**src/hw/dbg_pkg.sv**
```systemverilog
package dbg_pkg;

    // ------------------------------------------------------------------------
    // architectural constants
    // ------------------------------------------------------------------------
    localparam int NUM_BP     = 4;   // DR0..DR3
    localparam int DR7_RW_LSB = 16;  // RW0 field, then LEN0, RW1, LEN1 ...

    localparam logic [1:0] RW_EXEC  = 2'b00;  // instruction execution
    localparam logic [1:0] RW_WRITE = 2'b01;  // data writes only

    // register word indices on the wishbone port
    localparam int DR6_IDX = 6;
    localparam int DR7_IDX = 7;

    localparam int DR6_STEP_BIT = 14;  // BS
    localparam int DR6_TASK_BIT = 15;  // BT
    localparam logic [31:0] DR6_IMPL = 32'h0000_c00f;  // writable status bits

    // ------------------------------------------------------------------------
    // shared records
    // ------------------------------------------------------------------------
    typedef struct packed {
        logic [NUM_BP-1:0][31:0] bp_addr;   // linear addresses DR0..DR3
        logic [31:0]             dr7;
        logic [NUM_BP-1:0][2:0]  len_mask;  // low address bits ignored
    } dbg_cfg_t;

    typedef struct packed {
        logic        wr_finished;
        logic        w_load;
        logic        inhibit;             // interrupt/debug shadow
        logic        trap_clear;
        logic        task_trigger;        // T bit of new task
        logic        string_in_progress;
        logic        rflag;
        logic        tflag;
        logic [31:0] eip;
        logic [31:0] cs_base;
    } retire_t;

    typedef struct packed {
        logic [31:0] write_address;
        logic [2:0]  write_length;  // bytes, 1..4
        logic        write_ready;
    } mem_wr_t;

    typedef struct packed {
        logic [NUM_BP-1:0] code;
        logic [NUM_BP-1:0] write;
        logic [NUM_BP-1:0] read;
        logic              step;
        logic              task_sw;
    } dbg_event_t;

    // ------------------------------------------------------------------------
    // DR7 field access
    // ------------------------------------------------------------------------
    function automatic logic [1:0] bp_rw(input logic [31:0] dr7, input int idx);
        return dr7[DR7_RW_LSB + 4*idx +: 2];
    endfunction

    function automatic logic [1:0] bp_len(input logic [31:0] dr7, input int idx);
        return dr7[DR7_RW_LSB + 4*idx + 2 +: 2];
    endfunction

    // local or global enable
    function automatic logic bp_enabled(input logic [31:0] dr7, input int idx);
        return |dr7[2*idx +: 2];
    endfunction

endpackage

```
**src/hw/dbg_regs.sv**
```systemverilog
`timescale 1ns/100ps

module dbg_regs #(
    parameter int ADDR_W = 5
) (
    input  logic                clk,
    input  logic                rst_n,
    // wishbone classic slave
    input  logic                wb_cyc,
    input  logic                wb_stb,
    input  logic                wb_we,
    input  logic [ADDR_W-1:0]   wb_adr,
    input  logic [31:0]         wb_dat_w,
    input  logic [3:0]          wb_sel,
    output logic [31:0]         wb_dat_r,
    output logic                wb_ack,
    // event capture
    input  logic                debug_prepare_q,
    input  dbg_pkg::dbg_event_t debug_event,
    // decoded configuration
    output dbg_pkg::dbg_cfg_t   cfg
);

    localparam int WORD_W = ADDR_W - 2;  // word index from the byte address

    logic [WORD_W-1:0]                   word_adr;
    logic                                wr_en;
    logic [dbg_pkg::NUM_BP-1:0][31:0]    dr_addr;
    logic [31:0]                         dr6;
    logic [31:0]                         dr7;
    logic [31:0]                         dr6_set;
    logic [31:0]                         dr6_base;
    logic [31:0]                         rd_data;

    // byte lane merge under sel
    function automatic logic [31:0] lane_merge(input logic [31:0] old_val,
                                               input logic [31:0] new_val,
                                               input logic [3:0]  sel);
        logic [31:0] res;
        res = old_val;
        for (int b = 0; b < 4; b++) begin
            if (sel[b]) res[8*b +: 8] = new_val[8*b +: 8];
        end
        return res;
    endfunction

    // LEN field to ignored low bits
    function automatic logic [2:0] len_to_mask(input logic [1:0] len);
        case (len)
            2'b00:   return 3'd0;  // 1 byte
            2'b01:   return 3'd1;  // 2 bytes
            2'b11:   return 3'd3;  // 4 bytes
            default: return 3'd7;  // 8 bytes
        endcase
    endfunction

    // ------------------------------------------------------------------------
    // wishbone handshake
    // ------------------------------------------------------------------------
    assign word_adr = wb_adr[ADDR_W-1:2];
    assign wr_en    = wb_ack && wb_cyc && wb_stb && wb_we;  // commit in ack cycle

    always_ff @(posedge clk) begin
        if (!rst_n) begin
            wb_ack <= 1'b0;
        end else begin
            wb_ack <= wb_cyc && wb_stb && !wb_ack;  // single cycle ack
        end
    end

    // ------------------------------------------------------------------------
    // register file
    // ------------------------------------------------------------------------
    always_ff @(posedge clk) begin
        if (!rst_n) begin
            dr_addr <= '0;
            dr7     <= '0;
        end else if (wr_en) begin
            for (int i = 0; i < dbg_pkg::NUM_BP; i++) begin
                if (word_adr == WORD_W'(i)) dr_addr[i] <= lane_merge(dr_addr[i], wb_dat_w, wb_sel);
            end
            if (word_adr == WORD_W'(dbg_pkg::DR7_IDX)) dr7 <= lane_merge(dr7, wb_dat_w, wb_sel);
        end
    end

    // status bits from last event
    always_comb begin
        dr6_set = '0;
        dr6_set[dbg_pkg::NUM_BP-1:0] = debug_event.code | debug_event.write | debug_event.read;
        dr6_set[dbg_pkg::DR6_STEP_BIT] = debug_event.step;
        dr6_set[dbg_pkg::DR6_TASK_BIT] = debug_event.task_sw;
    end

    // software write first with event bits ORed on top
    assign dr6_base = (wr_en && word_adr == WORD_W'(dbg_pkg::DR6_IDX)) ?
                      (lane_merge(dr6, wb_dat_w, wb_sel) & dbg_pkg::DR6_IMPL) : dr6;

    always_ff @(posedge clk) begin
        if (!rst_n) begin
            dr6 <= '0;
        end else begin
            dr6 <= debug_prepare_q ? (dr6_base | dr6_set) : dr6_base;  // sticky
        end
    end

    // read mux with zero for unmapped words
    always_comb begin
        rd_data = '0;
        for (int i = 0; i < dbg_pkg::NUM_BP; i++) begin
            if (word_adr == WORD_W'(i)) rd_data = dr_addr[i];
        end
        if (word_adr == WORD_W'(dbg_pkg::DR6_IDX)) rd_data = dr6;
        if (word_adr == WORD_W'(dbg_pkg::DR7_IDX)) rd_data = dr7;
    end

    assign wb_dat_r = wb_ack ? rd_data : '0;

    // ------------------------------------------------------------------------
    // configuration out
    // ------------------------------------------------------------------------
    always_comb begin
        cfg.bp_addr = dr_addr;
        cfg.dr7     = dr7;
        for (int i = 0; i < dbg_pkg::NUM_BP; i++) begin
            cfg.len_mask[i] = len_to_mask(dbg_pkg::bp_len(dr7, i));
        end
    end

    // master holds its request until the ack
    a_req_held: assert property (@(posedge clk) disable iff (!rst_n)
        wb_cyc && wb_stb && !wb_ack |=>
            wb_cyc && wb_stb && $stable(wb_adr) && $stable(wb_we))
        else $error("wishbone request dropped or changed before ack");

endmodule

```
**src/hw/bp_match.sv**
```systemverilog
`timescale 1ns/100ps

module bp_match (
    input  logic                        clk,
    input  logic                        rst_n,
    input  dbg_pkg::dbg_cfg_t           cfg,
    input  dbg_pkg::mem_wr_t            mem_wr,
    input  logic [31:0]                 code_linear,
    output logic [dbg_pkg::NUM_BP-1:0]  write_hit,
    output logic [dbg_pkg::NUM_BP-1:0]  code_hit
);

    logic [31:0]                        wr_start_q;  // first byte of write
    logic [31:0]                        wr_last_q;   // last byte of write
    logic [dbg_pkg::NUM_BP-1:0][31:0]   span_lo;
    logic [dbg_pkg::NUM_BP-1:0][31:0]   span_hi;
    logic [dbg_pkg::NUM_BP-1:0]         write_hit_d;

    // ------------------------------------------------------------------------
    // write range registered ahead of write_ready
    // ------------------------------------------------------------------------
    always_ff @(posedge clk) begin
        wr_start_q <= mem_wr.write_address;
        wr_last_q  <= mem_wr.write_address + 32'(mem_wr.write_length) - 32'd1;
    end

    // aligned span of each breakpoint
    always_comb begin
        for (int i = 0; i < dbg_pkg::NUM_BP; i++) begin
            span_lo[i] = cfg.bp_addr[i] & ~{29'd0, cfg.len_mask[i]};
            span_hi[i] = cfg.bp_addr[i] | {29'd0, cfg.len_mask[i]};
        end
    end

    // ------------------------------------------------------------------------
    // comparators
    // ------------------------------------------------------------------------
    always_comb begin
        for (int i = 0; i < dbg_pkg::NUM_BP; i++) begin
            // ranges overlap
            write_hit_d[i] = dbg_pkg::bp_rw(cfg.dr7, i) == dbg_pkg::RW_WRITE &&
                             wr_start_q <= span_hi[i] &&
                             wr_last_q  >= span_lo[i];
            // same aligned address without enable gating
            code_hit[i] = dbg_pkg::bp_rw(cfg.dr7, i) == dbg_pkg::RW_EXEC &&
                          (code_linear & ~{29'd0, cfg.len_mask[i]}) == span_lo[i];
        end
    end

    always_ff @(posedge clk) begin
        if (!rst_n) begin
            write_hit <= '0;
        end else begin
            write_hit <= mem_wr.write_ready ? write_hit_d : '0;  // one cycle behind ready
        end
    end

    // registered range must match the write that raised ready
    a_addr_settled: assert property (@(posedge clk) disable iff (!rst_n)
        $rose(mem_wr.write_ready) |->
            $stable(mem_wr.write_address) && $stable(mem_wr.write_length))
        else $error("write address moved as write_ready rose");

endmodule

```
**src/hw/write_debug.sv**
```systemverilog
`timescale 1ns/100ps

module write_debug (
    input  logic                        clk,
    input  logic                        rst_n,
    input  dbg_pkg::dbg_cfg_t           cfg,
    input  dbg_pkg::retire_t            retire,
    input  dbg_pkg::mem_wr_t            mem_wr,
    input  logic [31:0]                 cs_limit,
    input  logic [dbg_pkg::NUM_BP-1:0]  exe_debug_read,  // execute stage read hits
    output logic                        debug_prepare,
    output logic                        debug_prepare_q,
    output dbg_pkg::dbg_event_t         debug_event
);

    logic                           bp_disabled;
    logic [dbg_pkg::NUM_BP-1:0]     bp_en;
    logic [31:0]                    code_linear;
    logic [dbg_pkg::NUM_BP-1:0]     write_hit;
    logic [dbg_pkg::NUM_BP-1:0]     code_hit;

    logic [dbg_pkg::NUM_BP-1:0]     read_cur;
    logic [dbg_pkg::NUM_BP-1:0]     read_acc;
    logic [dbg_pkg::NUM_BP-1:0]     read_act;
    logic [dbg_pkg::NUM_BP-1:0]     write_cur;
    logic [dbg_pkg::NUM_BP-1:0]     write_acc;
    logic [dbg_pkg::NUM_BP-1:0]     write_all;
    logic [dbg_pkg::NUM_BP-1:0]     write_act;
    logic                           code_ok;
    logic [dbg_pkg::NUM_BP-1:0]     code_act;
    logic                           step_pending;

    // ------------------------------------------------------------------------
    // enables
    // ------------------------------------------------------------------------
    assign bp_disabled = cfg.dr7[7:0] == 8'h00;  // no L/G bit set at all

    always_comb begin
        for (int i = 0; i < dbg_pkg::NUM_BP; i++) begin
            bp_en[i] = dbg_pkg::bp_enabled(cfg.dr7, i);
        end
    end

    assign code_linear = retire.cs_base + retire.eip;

    bp_match i_bp_match (
        .clk         (clk),
        .rst_n       (rst_n),
        .cfg         (cfg),
        .mem_wr      (mem_wr),
        .code_linear (code_linear),
        .write_hit   (write_hit),
        .code_hit    (code_hit)
    );

    // ------------------------------------------------------------------------
    // read hits
    // ------------------------------------------------------------------------
    assign read_cur = bp_disabled ? '0 : exe_debug_read;

    always_ff @(posedge clk) begin
        if (!rst_n) begin
            read_acc <= '0;
        end else if (retire.inhibit || debug_prepare) begin
            read_acc <= read_acc;  // keep for event
        end else if (retire.trap_clear) begin
            read_acc <= '0;
        end else if (retire.wr_finished) begin
            read_acc <= retire.w_load ? read_cur : '0;  // next instruction starts here
        end else if (retire.w_load) begin
            read_acc <= read_acc | read_cur;
        end
    end

    assign read_act = read_acc & bp_en;

    // ------------------------------------------------------------------------
    // write hits
    // ------------------------------------------------------------------------
    assign write_cur = bp_disabled ? '0 : write_hit;
    assign write_all = write_cur | write_acc;

    always_ff @(posedge clk) begin
        if (!rst_n) begin
            write_acc <= '0;
        end else if (retire.inhibit) begin
            write_acc <= write_acc;
        end else if (retire.trap_clear) begin
            write_acc <= '0;
        end else if (mem_wr.write_ready || debug_prepare) begin
            write_acc <= write_all;  // collect while writes run
        end else if (retire.wr_finished) begin
            write_acc <= '0;
        end
    end

    assign write_act = write_all & bp_en;

    // ------------------------------------------------------------------------
    // code breakpoints at retire
    // ------------------------------------------------------------------------
    assign code_ok = retire.wr_finished &&
                     retire.eip <= cs_limit &&       // inside segment
                     !retire.rflag &&                // resume flag masks
                     !retire.string_in_progress &&
                     !bp_disabled;

    assign code_act = code_ok ? (code_hit & bp_en) : '0;

    // ------------------------------------------------------------------------
    // single step
    // ------------------------------------------------------------------------
    always_ff @(posedge clk) begin
        if (!rst_n) begin
            step_pending <= 1'b0;
        end else if (retire.trap_clear) begin
            step_pending <= 1'b0;
        end else if (retire.wr_finished) begin
            step_pending <= retire.tflag;  // trap after the next instruction
        end
    end

    // ------------------------------------------------------------------------
    // prepare and event record
    // ------------------------------------------------------------------------
    assign debug_prepare = retire.wr_finished && !retire.inhibit &&
                           (retire.task_trigger || step_pending || (|code_act) ||
                            (|read_act) || (|write_act));

    always_ff @(posedge clk) begin
        if (!rst_n) begin
            debug_event     <= '0;
            debug_prepare_q <= 1'b0;
        end else begin
            debug_prepare_q <= debug_prepare;  // DR6 capture strobe
            if (debug_prepare) begin
                debug_event.code    <= code_act;
                debug_event.write   <= write_act;
                debug_event.read    <= read_act;
                debug_event.step    <= step_pending;
                debug_event.task_sw <= retire.task_trigger;
            end
        end
    end

    // write hits stay collected until the instruction finishes
    a_ready_to_finish: assert property (@(posedge clk) disable iff (!rst_n)
        $fell(mem_wr.write_ready) |-> $past(retire.wr_finished))
        else $error("write_ready dropped before the finish cycle");

endmodule

```
**src/hw/debug_unit_top.sv**
```systemverilog
`timescale 1ns/100ps

module debug_unit_top #(
    parameter int ADDR_W = 5
) (
    input  logic                        clk,
    input  logic                        rst_n,
    // register access
    input  logic                        wb_cyc,
    input  logic                        wb_stb,
    input  logic                        wb_we,
    input  logic [ADDR_W-1:0]           wb_adr,
    input  logic [31:0]                 wb_dat_w,
    input  logic [3:0]                  wb_sel,
    output logic [31:0]                 wb_dat_r,
    output logic                        wb_ack,
    // pipeline side
    input  dbg_pkg::retire_t            retire,
    input  dbg_pkg::mem_wr_t            mem_wr,
    input  logic [31:0]                 cs_limit,
    input  logic [dbg_pkg::NUM_BP-1:0]  exe_debug_read,
    output logic                        debug_prepare,
    output dbg_pkg::dbg_event_t         debug_event
);

    dbg_pkg::dbg_cfg_t  cfg;
    logic               debug_prepare_q;  // DR6 capture strobe

    // ------------------------------------------------------------------------
    dbg_regs #(
        .ADDR_W (ADDR_W)
    ) i_dbg_regs (
        .clk             (clk),
        .rst_n           (rst_n),
        .wb_cyc          (wb_cyc),
        .wb_stb          (wb_stb),
        .wb_we           (wb_we),
        .wb_adr          (wb_adr),
        .wb_dat_w        (wb_dat_w),
        .wb_sel          (wb_sel),
        .wb_dat_r        (wb_dat_r),
        .wb_ack          (wb_ack),
        .debug_prepare_q (debug_prepare_q),
        .debug_event     (debug_event),
        .cfg             (cfg)
    );

    write_debug i_write_debug (
        .clk             (clk),
        .rst_n           (rst_n),
        .cfg             (cfg),
        .retire          (retire),
        .mem_wr          (mem_wr),
        .cs_limit        (cs_limit),
        .exe_debug_read  (exe_debug_read),
        .debug_prepare   (debug_prepare),
        .debug_prepare_q (debug_prepare_q),
        .debug_event     (debug_event)
    );

endmodule

```
**config.mk**
```make
export PLATFORM = sky130hd
export DESIGN_NAME = debug_unit_top
export DESIGN_NICKNAME = d
export VERILOG_FILES = /design/src/hw/dbg_pkg.sv /design/src/hw/dbg_regs.sv /design/src/hw/bp_match.sv /design/src/hw/write_debug.sv /design/src/hw/debug_unit_top.sv
export SDC_FILE = /design/constraint.sdc
export NUM_CORES = 1
export LEC_CHECK = 0
export ABC_AREA = 0
export BUFFER_PORTS_ARGS = -buffer_cell sky130_fd_sc_hd__buf_2
export CAP_MARGIN = 15
export CORE_MARGIN = 1.5
export CORE_UTILIZATION = 61
export CTS_CLUSTER_DIAMETER = 150
export DETAILED_ROUTE_END_ITERATION = 7
export GPL_TIMING_DRIVEN = 0
export PLACE_DENSITY = 0.85
export RECOVER_POWER = 50
export SKIP_CTS_REPAIR_TIMING = 1
export SLEW_MARGIN = 20
export SYNTH_ARGS = -nofsm -noshare
export SYNTH_HDL_FRONTEND = slang
export SYNTH_SLANG_ARGS = --single-unit
```
**constraint.sdc**
```tcl
create_clock -name clk -period 11.7 [get_ports clk]
set_input_delay 3.51 -clock clk [delete_from_list [all_inputs] [get_ports clk]]
set_output_delay 3.51 -clock clk [all_outputs]
set_load 0.05 [all_outputs]
```
==> results.cfg <==
[worst_setup_path]
reg2reg_from = i_dbg_regs.dr7[19]$_SDFFE_PN0P_
crit_path_start = retire[47]
path_cells = buf_2 -> ha_1 -> buf_2 -> nand2_1 -> o21ai_0 -> mux2i_1 -> o22ai_1 -> or4_1 -> a2111oi_2 -> nand4_1 -> or4_4 -> nor3b_4 -> a21oi_4 -> buf_8 -> buf_4
slowest_delay_ns = 0.78
cp_slowest_cell = o21ai_0
cp-start-kind = primary input
end_kind = primary output
crit_arrival_ns = 8.17
worst-path-buf-inv = 4
cpMostUsedCell = buf_2
crit_family = simple AND/OR/NAND/NOR gates
crit_type = in2out
cp_data_required_time_ns = 8.19
path_max_fanout = 10

[clocking]
clock_latency_ns = 0.59
clock-root-buffer = clkbuf_16
cts_buffer_depth = 3
cts_tree = built
numCtsBuffers = 28
cts_htree_levels = 1
path_clk_slew_ns = 0.07
cts.sinks = 259

[power_and_ir_drop]
power.total_mw = 2.85
leakagePower_nw = 10.8
irDropWorstVdd_mv = 0.112
power.density_nw_per_um2 = 108

[drt]
ant_nets = 0
wl_per_cell_um = 25.8
drt_iter0_markers = 2878
via_count = 25000
drt_wl_total_mm = 95.7
route.detailed.drc = 0
first_pass_iters = 7
viasPerCell = 6.73

[global_routing]
grt_pass1_vias = 23700
grtUsageTotal = 0.469
grt_pass1_wl_mm = 139
grt_max_degree = 16
overflow = 0
antenna_found_initial = 2

[die]
rows = 71
die_w_um = 199
io_pins = 238
die-area_um2 = 39700
start_util = 0.622
die_h_um = 199
core_area_um2 = 37800

[synthesis]
ys_ff_latch = 259
synth-edff-count = 0
yosys_warnings = 0
yosysSeqAreaShare = 0.221
syn_area_um2 = 23500
postSynthCellCount = 2911
avgSynthCellArea_um2 = 8.06
synth_nets = 3455
synthArstFlopShare = 0
synth_ff_type = dfxtp_1
yosysUniqueCellTypes = 103

[worst_hold_path]
hold_class = reg2reg
worstHoldStart = i_dbg_regs.dr7[14]$_SDFFE_PN0P_

[final_layout]
layout.nets = 3721
fill_cells = 3076
layout-drive-gt1-share = 0.109
ff_latch_area_um2 = 5180
syn2layout_area_growth_pct = 12.3
multi_input_area_um2 = 17100
instances_no_fill = 3710

[status]
status = complete, but fails checks
violations = capacitance limit, slew limit

[job]
cap_viol_max_count = 1

[timing]
fin_skew_ns = 0.0176
setup_viol = 0
hold_violations = 0
layout_min_cycle_time_ns = 11.68
report.final.slew_viol_count = 2
max_freq_ghz = 0.0856
worst_pin_slew_ns = 1.78
period_share = 0.998
slew_headroom = -0.216
setup_slack_ns = 0.0198

[placement]
dp_slack_ns = -0.373
place_congestion = 1.11
dp.cells = 3656
portBuffers = 233
dpl.hpwl_mm = 77.6
## stage by stage
step	hold slack (ns)	setup TNS, ns	utilization	instance area [um^2]
floorplan	0.433	0	-	23500
global placement	0.441	-0.308	0.669	25300
detailed placement	0.448	-0.373	0.670	25300
CTS	0.457	-0.405	0.696	26300
global route	0.475	-0.0214	0.698	26400
finish	0.460	0	0.698	26400
## kinds of logic after synthesis
| kind of cell | count (synthesis) | synth area share |
|---|---|---|
| buf+inv | 333 | 0.0565 |
| simple gates | 970 | 0.206 |
| mux | 110 | 0.0619 |
| xor+xnor | 156 | 0.0618 |
| flops | 259 | 0.221 |
| fa+ha+maj | 354 | 0.189 |
| compound gates | 729 | 0.204 |
## power by group
group / switching (mW) / internal, mW / total [mW]
logic: 0.539 / 0.378 / 0.916
clock network: 0.404 / 0.570 / 0.974
registers: 0.0513 / 0.913 / 0.964
## cell type report
type / instances / share of cell area
Antenna cell: 1 / 0.0000949
Buffer: 119 / 0.0198
Clock buffer: 33 / 0.0285
Clock inverter: 18 / 0.00883
Inverter: 214 / 0.0305
Multi-Input combinational cell: 2319 / 0.649
Sequential cell: 259 / 0.197
Tap cell: 511 / 0.0243
Timing Repair Buffer: 236 / 0.0428
## per-layer routing
metal | routed length, um | track usage | up-vias | part of all wire
li1 | - | - | 11100 | -
met1 | 36200 | 0.578 | 11700 | 0.38
met2 | 39800 | 0.714 | 1739 | 0.42
met3 | 13000 | 0.152 | 373 | 0.14
met4 | 6700 | 0.279 | 4 | 0.070
met5 | 23 | 0 | - | 0.00024
## worst min-delay path, cell delays in order (launching register included)
cell     delay, ns
dfxtp_1       0.31
nand2_1       0.05
a21oi_1       0.05
## path summary, 6_finish.rpt
kind,end,slack (ns),depth (start not counted)
max,debug_prepare,0.02,15
min,i_dbg_regs.dr7[14]$_SDFFE_PN0P_,0.46,2
max reg2reg,i_write_debug.i_bp_match.write_hit[0]$_SDFF_PN0_,6.25,16
min reg2reg,i_dbg_regs.dr7[14]$_SDFFE_PN0P_,0.46,2
## Yosys cell counts, types with 16 or more instances
cell / count / area share
nand2_1: 261 / 0.042
o21a_1: 34 / 0.011
nand2b_1: 51 / 0.014
nand4_1: 80 / 0.021
mux4_2: 28 / 0.027
xor2_1: 27 / 0.010
nor2b_1: 75 / 0.020
buf_1: 16 / 0.0026
inv_1: 213 / 0.034
dfxtp_1: 259 / 0.22
a21o_1: 79 / 0.025
nand3_1: 147 / 0.031
mux2i_1: 81 / 0.035
and2_1: 18 / 0.0048
o21ai_0: 96 / 0.020
ha_1: 352 / 0.19
a21oi_1: 274 / 0.058
o31ai_1: 23 / 0.0074
nor2_1: 176 / 0.028
clkbuf_1: 81 / 0.013
a211oi_1: 24 / 0.0077
xnor2_1: 122 / 0.046
nor3_1: 51 / 0.011
a31oi_1: 22 / 0.0059
o211ai_1: 18 / 0.0058
nor4_1: 26 / 0.0069
a22oi_1: 28 / 0.0090
## state kept, by name, indices dropped and copies added, names as in the netlist
register                             flops
i_dbg_regs.wb_ack                        1
i_write_debug.step_pending               1
i_write_debug.write_acc                  4
i_write_debug.i_bp_match.wr_last_q      32
i_dbg_regs.dr6                           6
i_write_debug.debug_event               14
i_write_debug.i_bp_match.wr_start_q     32
i_write_debug.i_bp_match.write_hit       4
i_write_debug.debug_prepare_q            1
i_write_debug.read_acc                   4
i_dbg_regs.dr7                          32
i_dbg_regs.cfg                         128
## cells in the final DEF (no fill, tap or decap), drive strengths merged, types with 11 or more instances in the layout
cell type	netlist	routed
o221ai	11	11
nor2	176	176
mux2i	81	81
and2	20	20
nor3b	12	12
and3	14	14
a22oi	28	28
o31ai	24	24
nor3	52	52
inv	214	216
nand2b	51	51
xnor2	123	123
o211ai	18	18
clkbuf	81	168
or2	13	13
mux4	28	28
a21oi	279	279
o21ai	105	105
a21o	81	81
a31oi	23	23
a211oi	25	25
buf	38	220
o2111ai	12	12
or4	11	11
a2111oi	16	16
or3	11	11
nand4	81	81
dfxtp	259	259
nor2b	75	75
ha	352	352
xor2	28	28
nand3	147	147
a211o	13	13
o21a	34	34
nor4	26	26
nand2	261	261
Note: power is estimated with default switching activity, not from simulation.
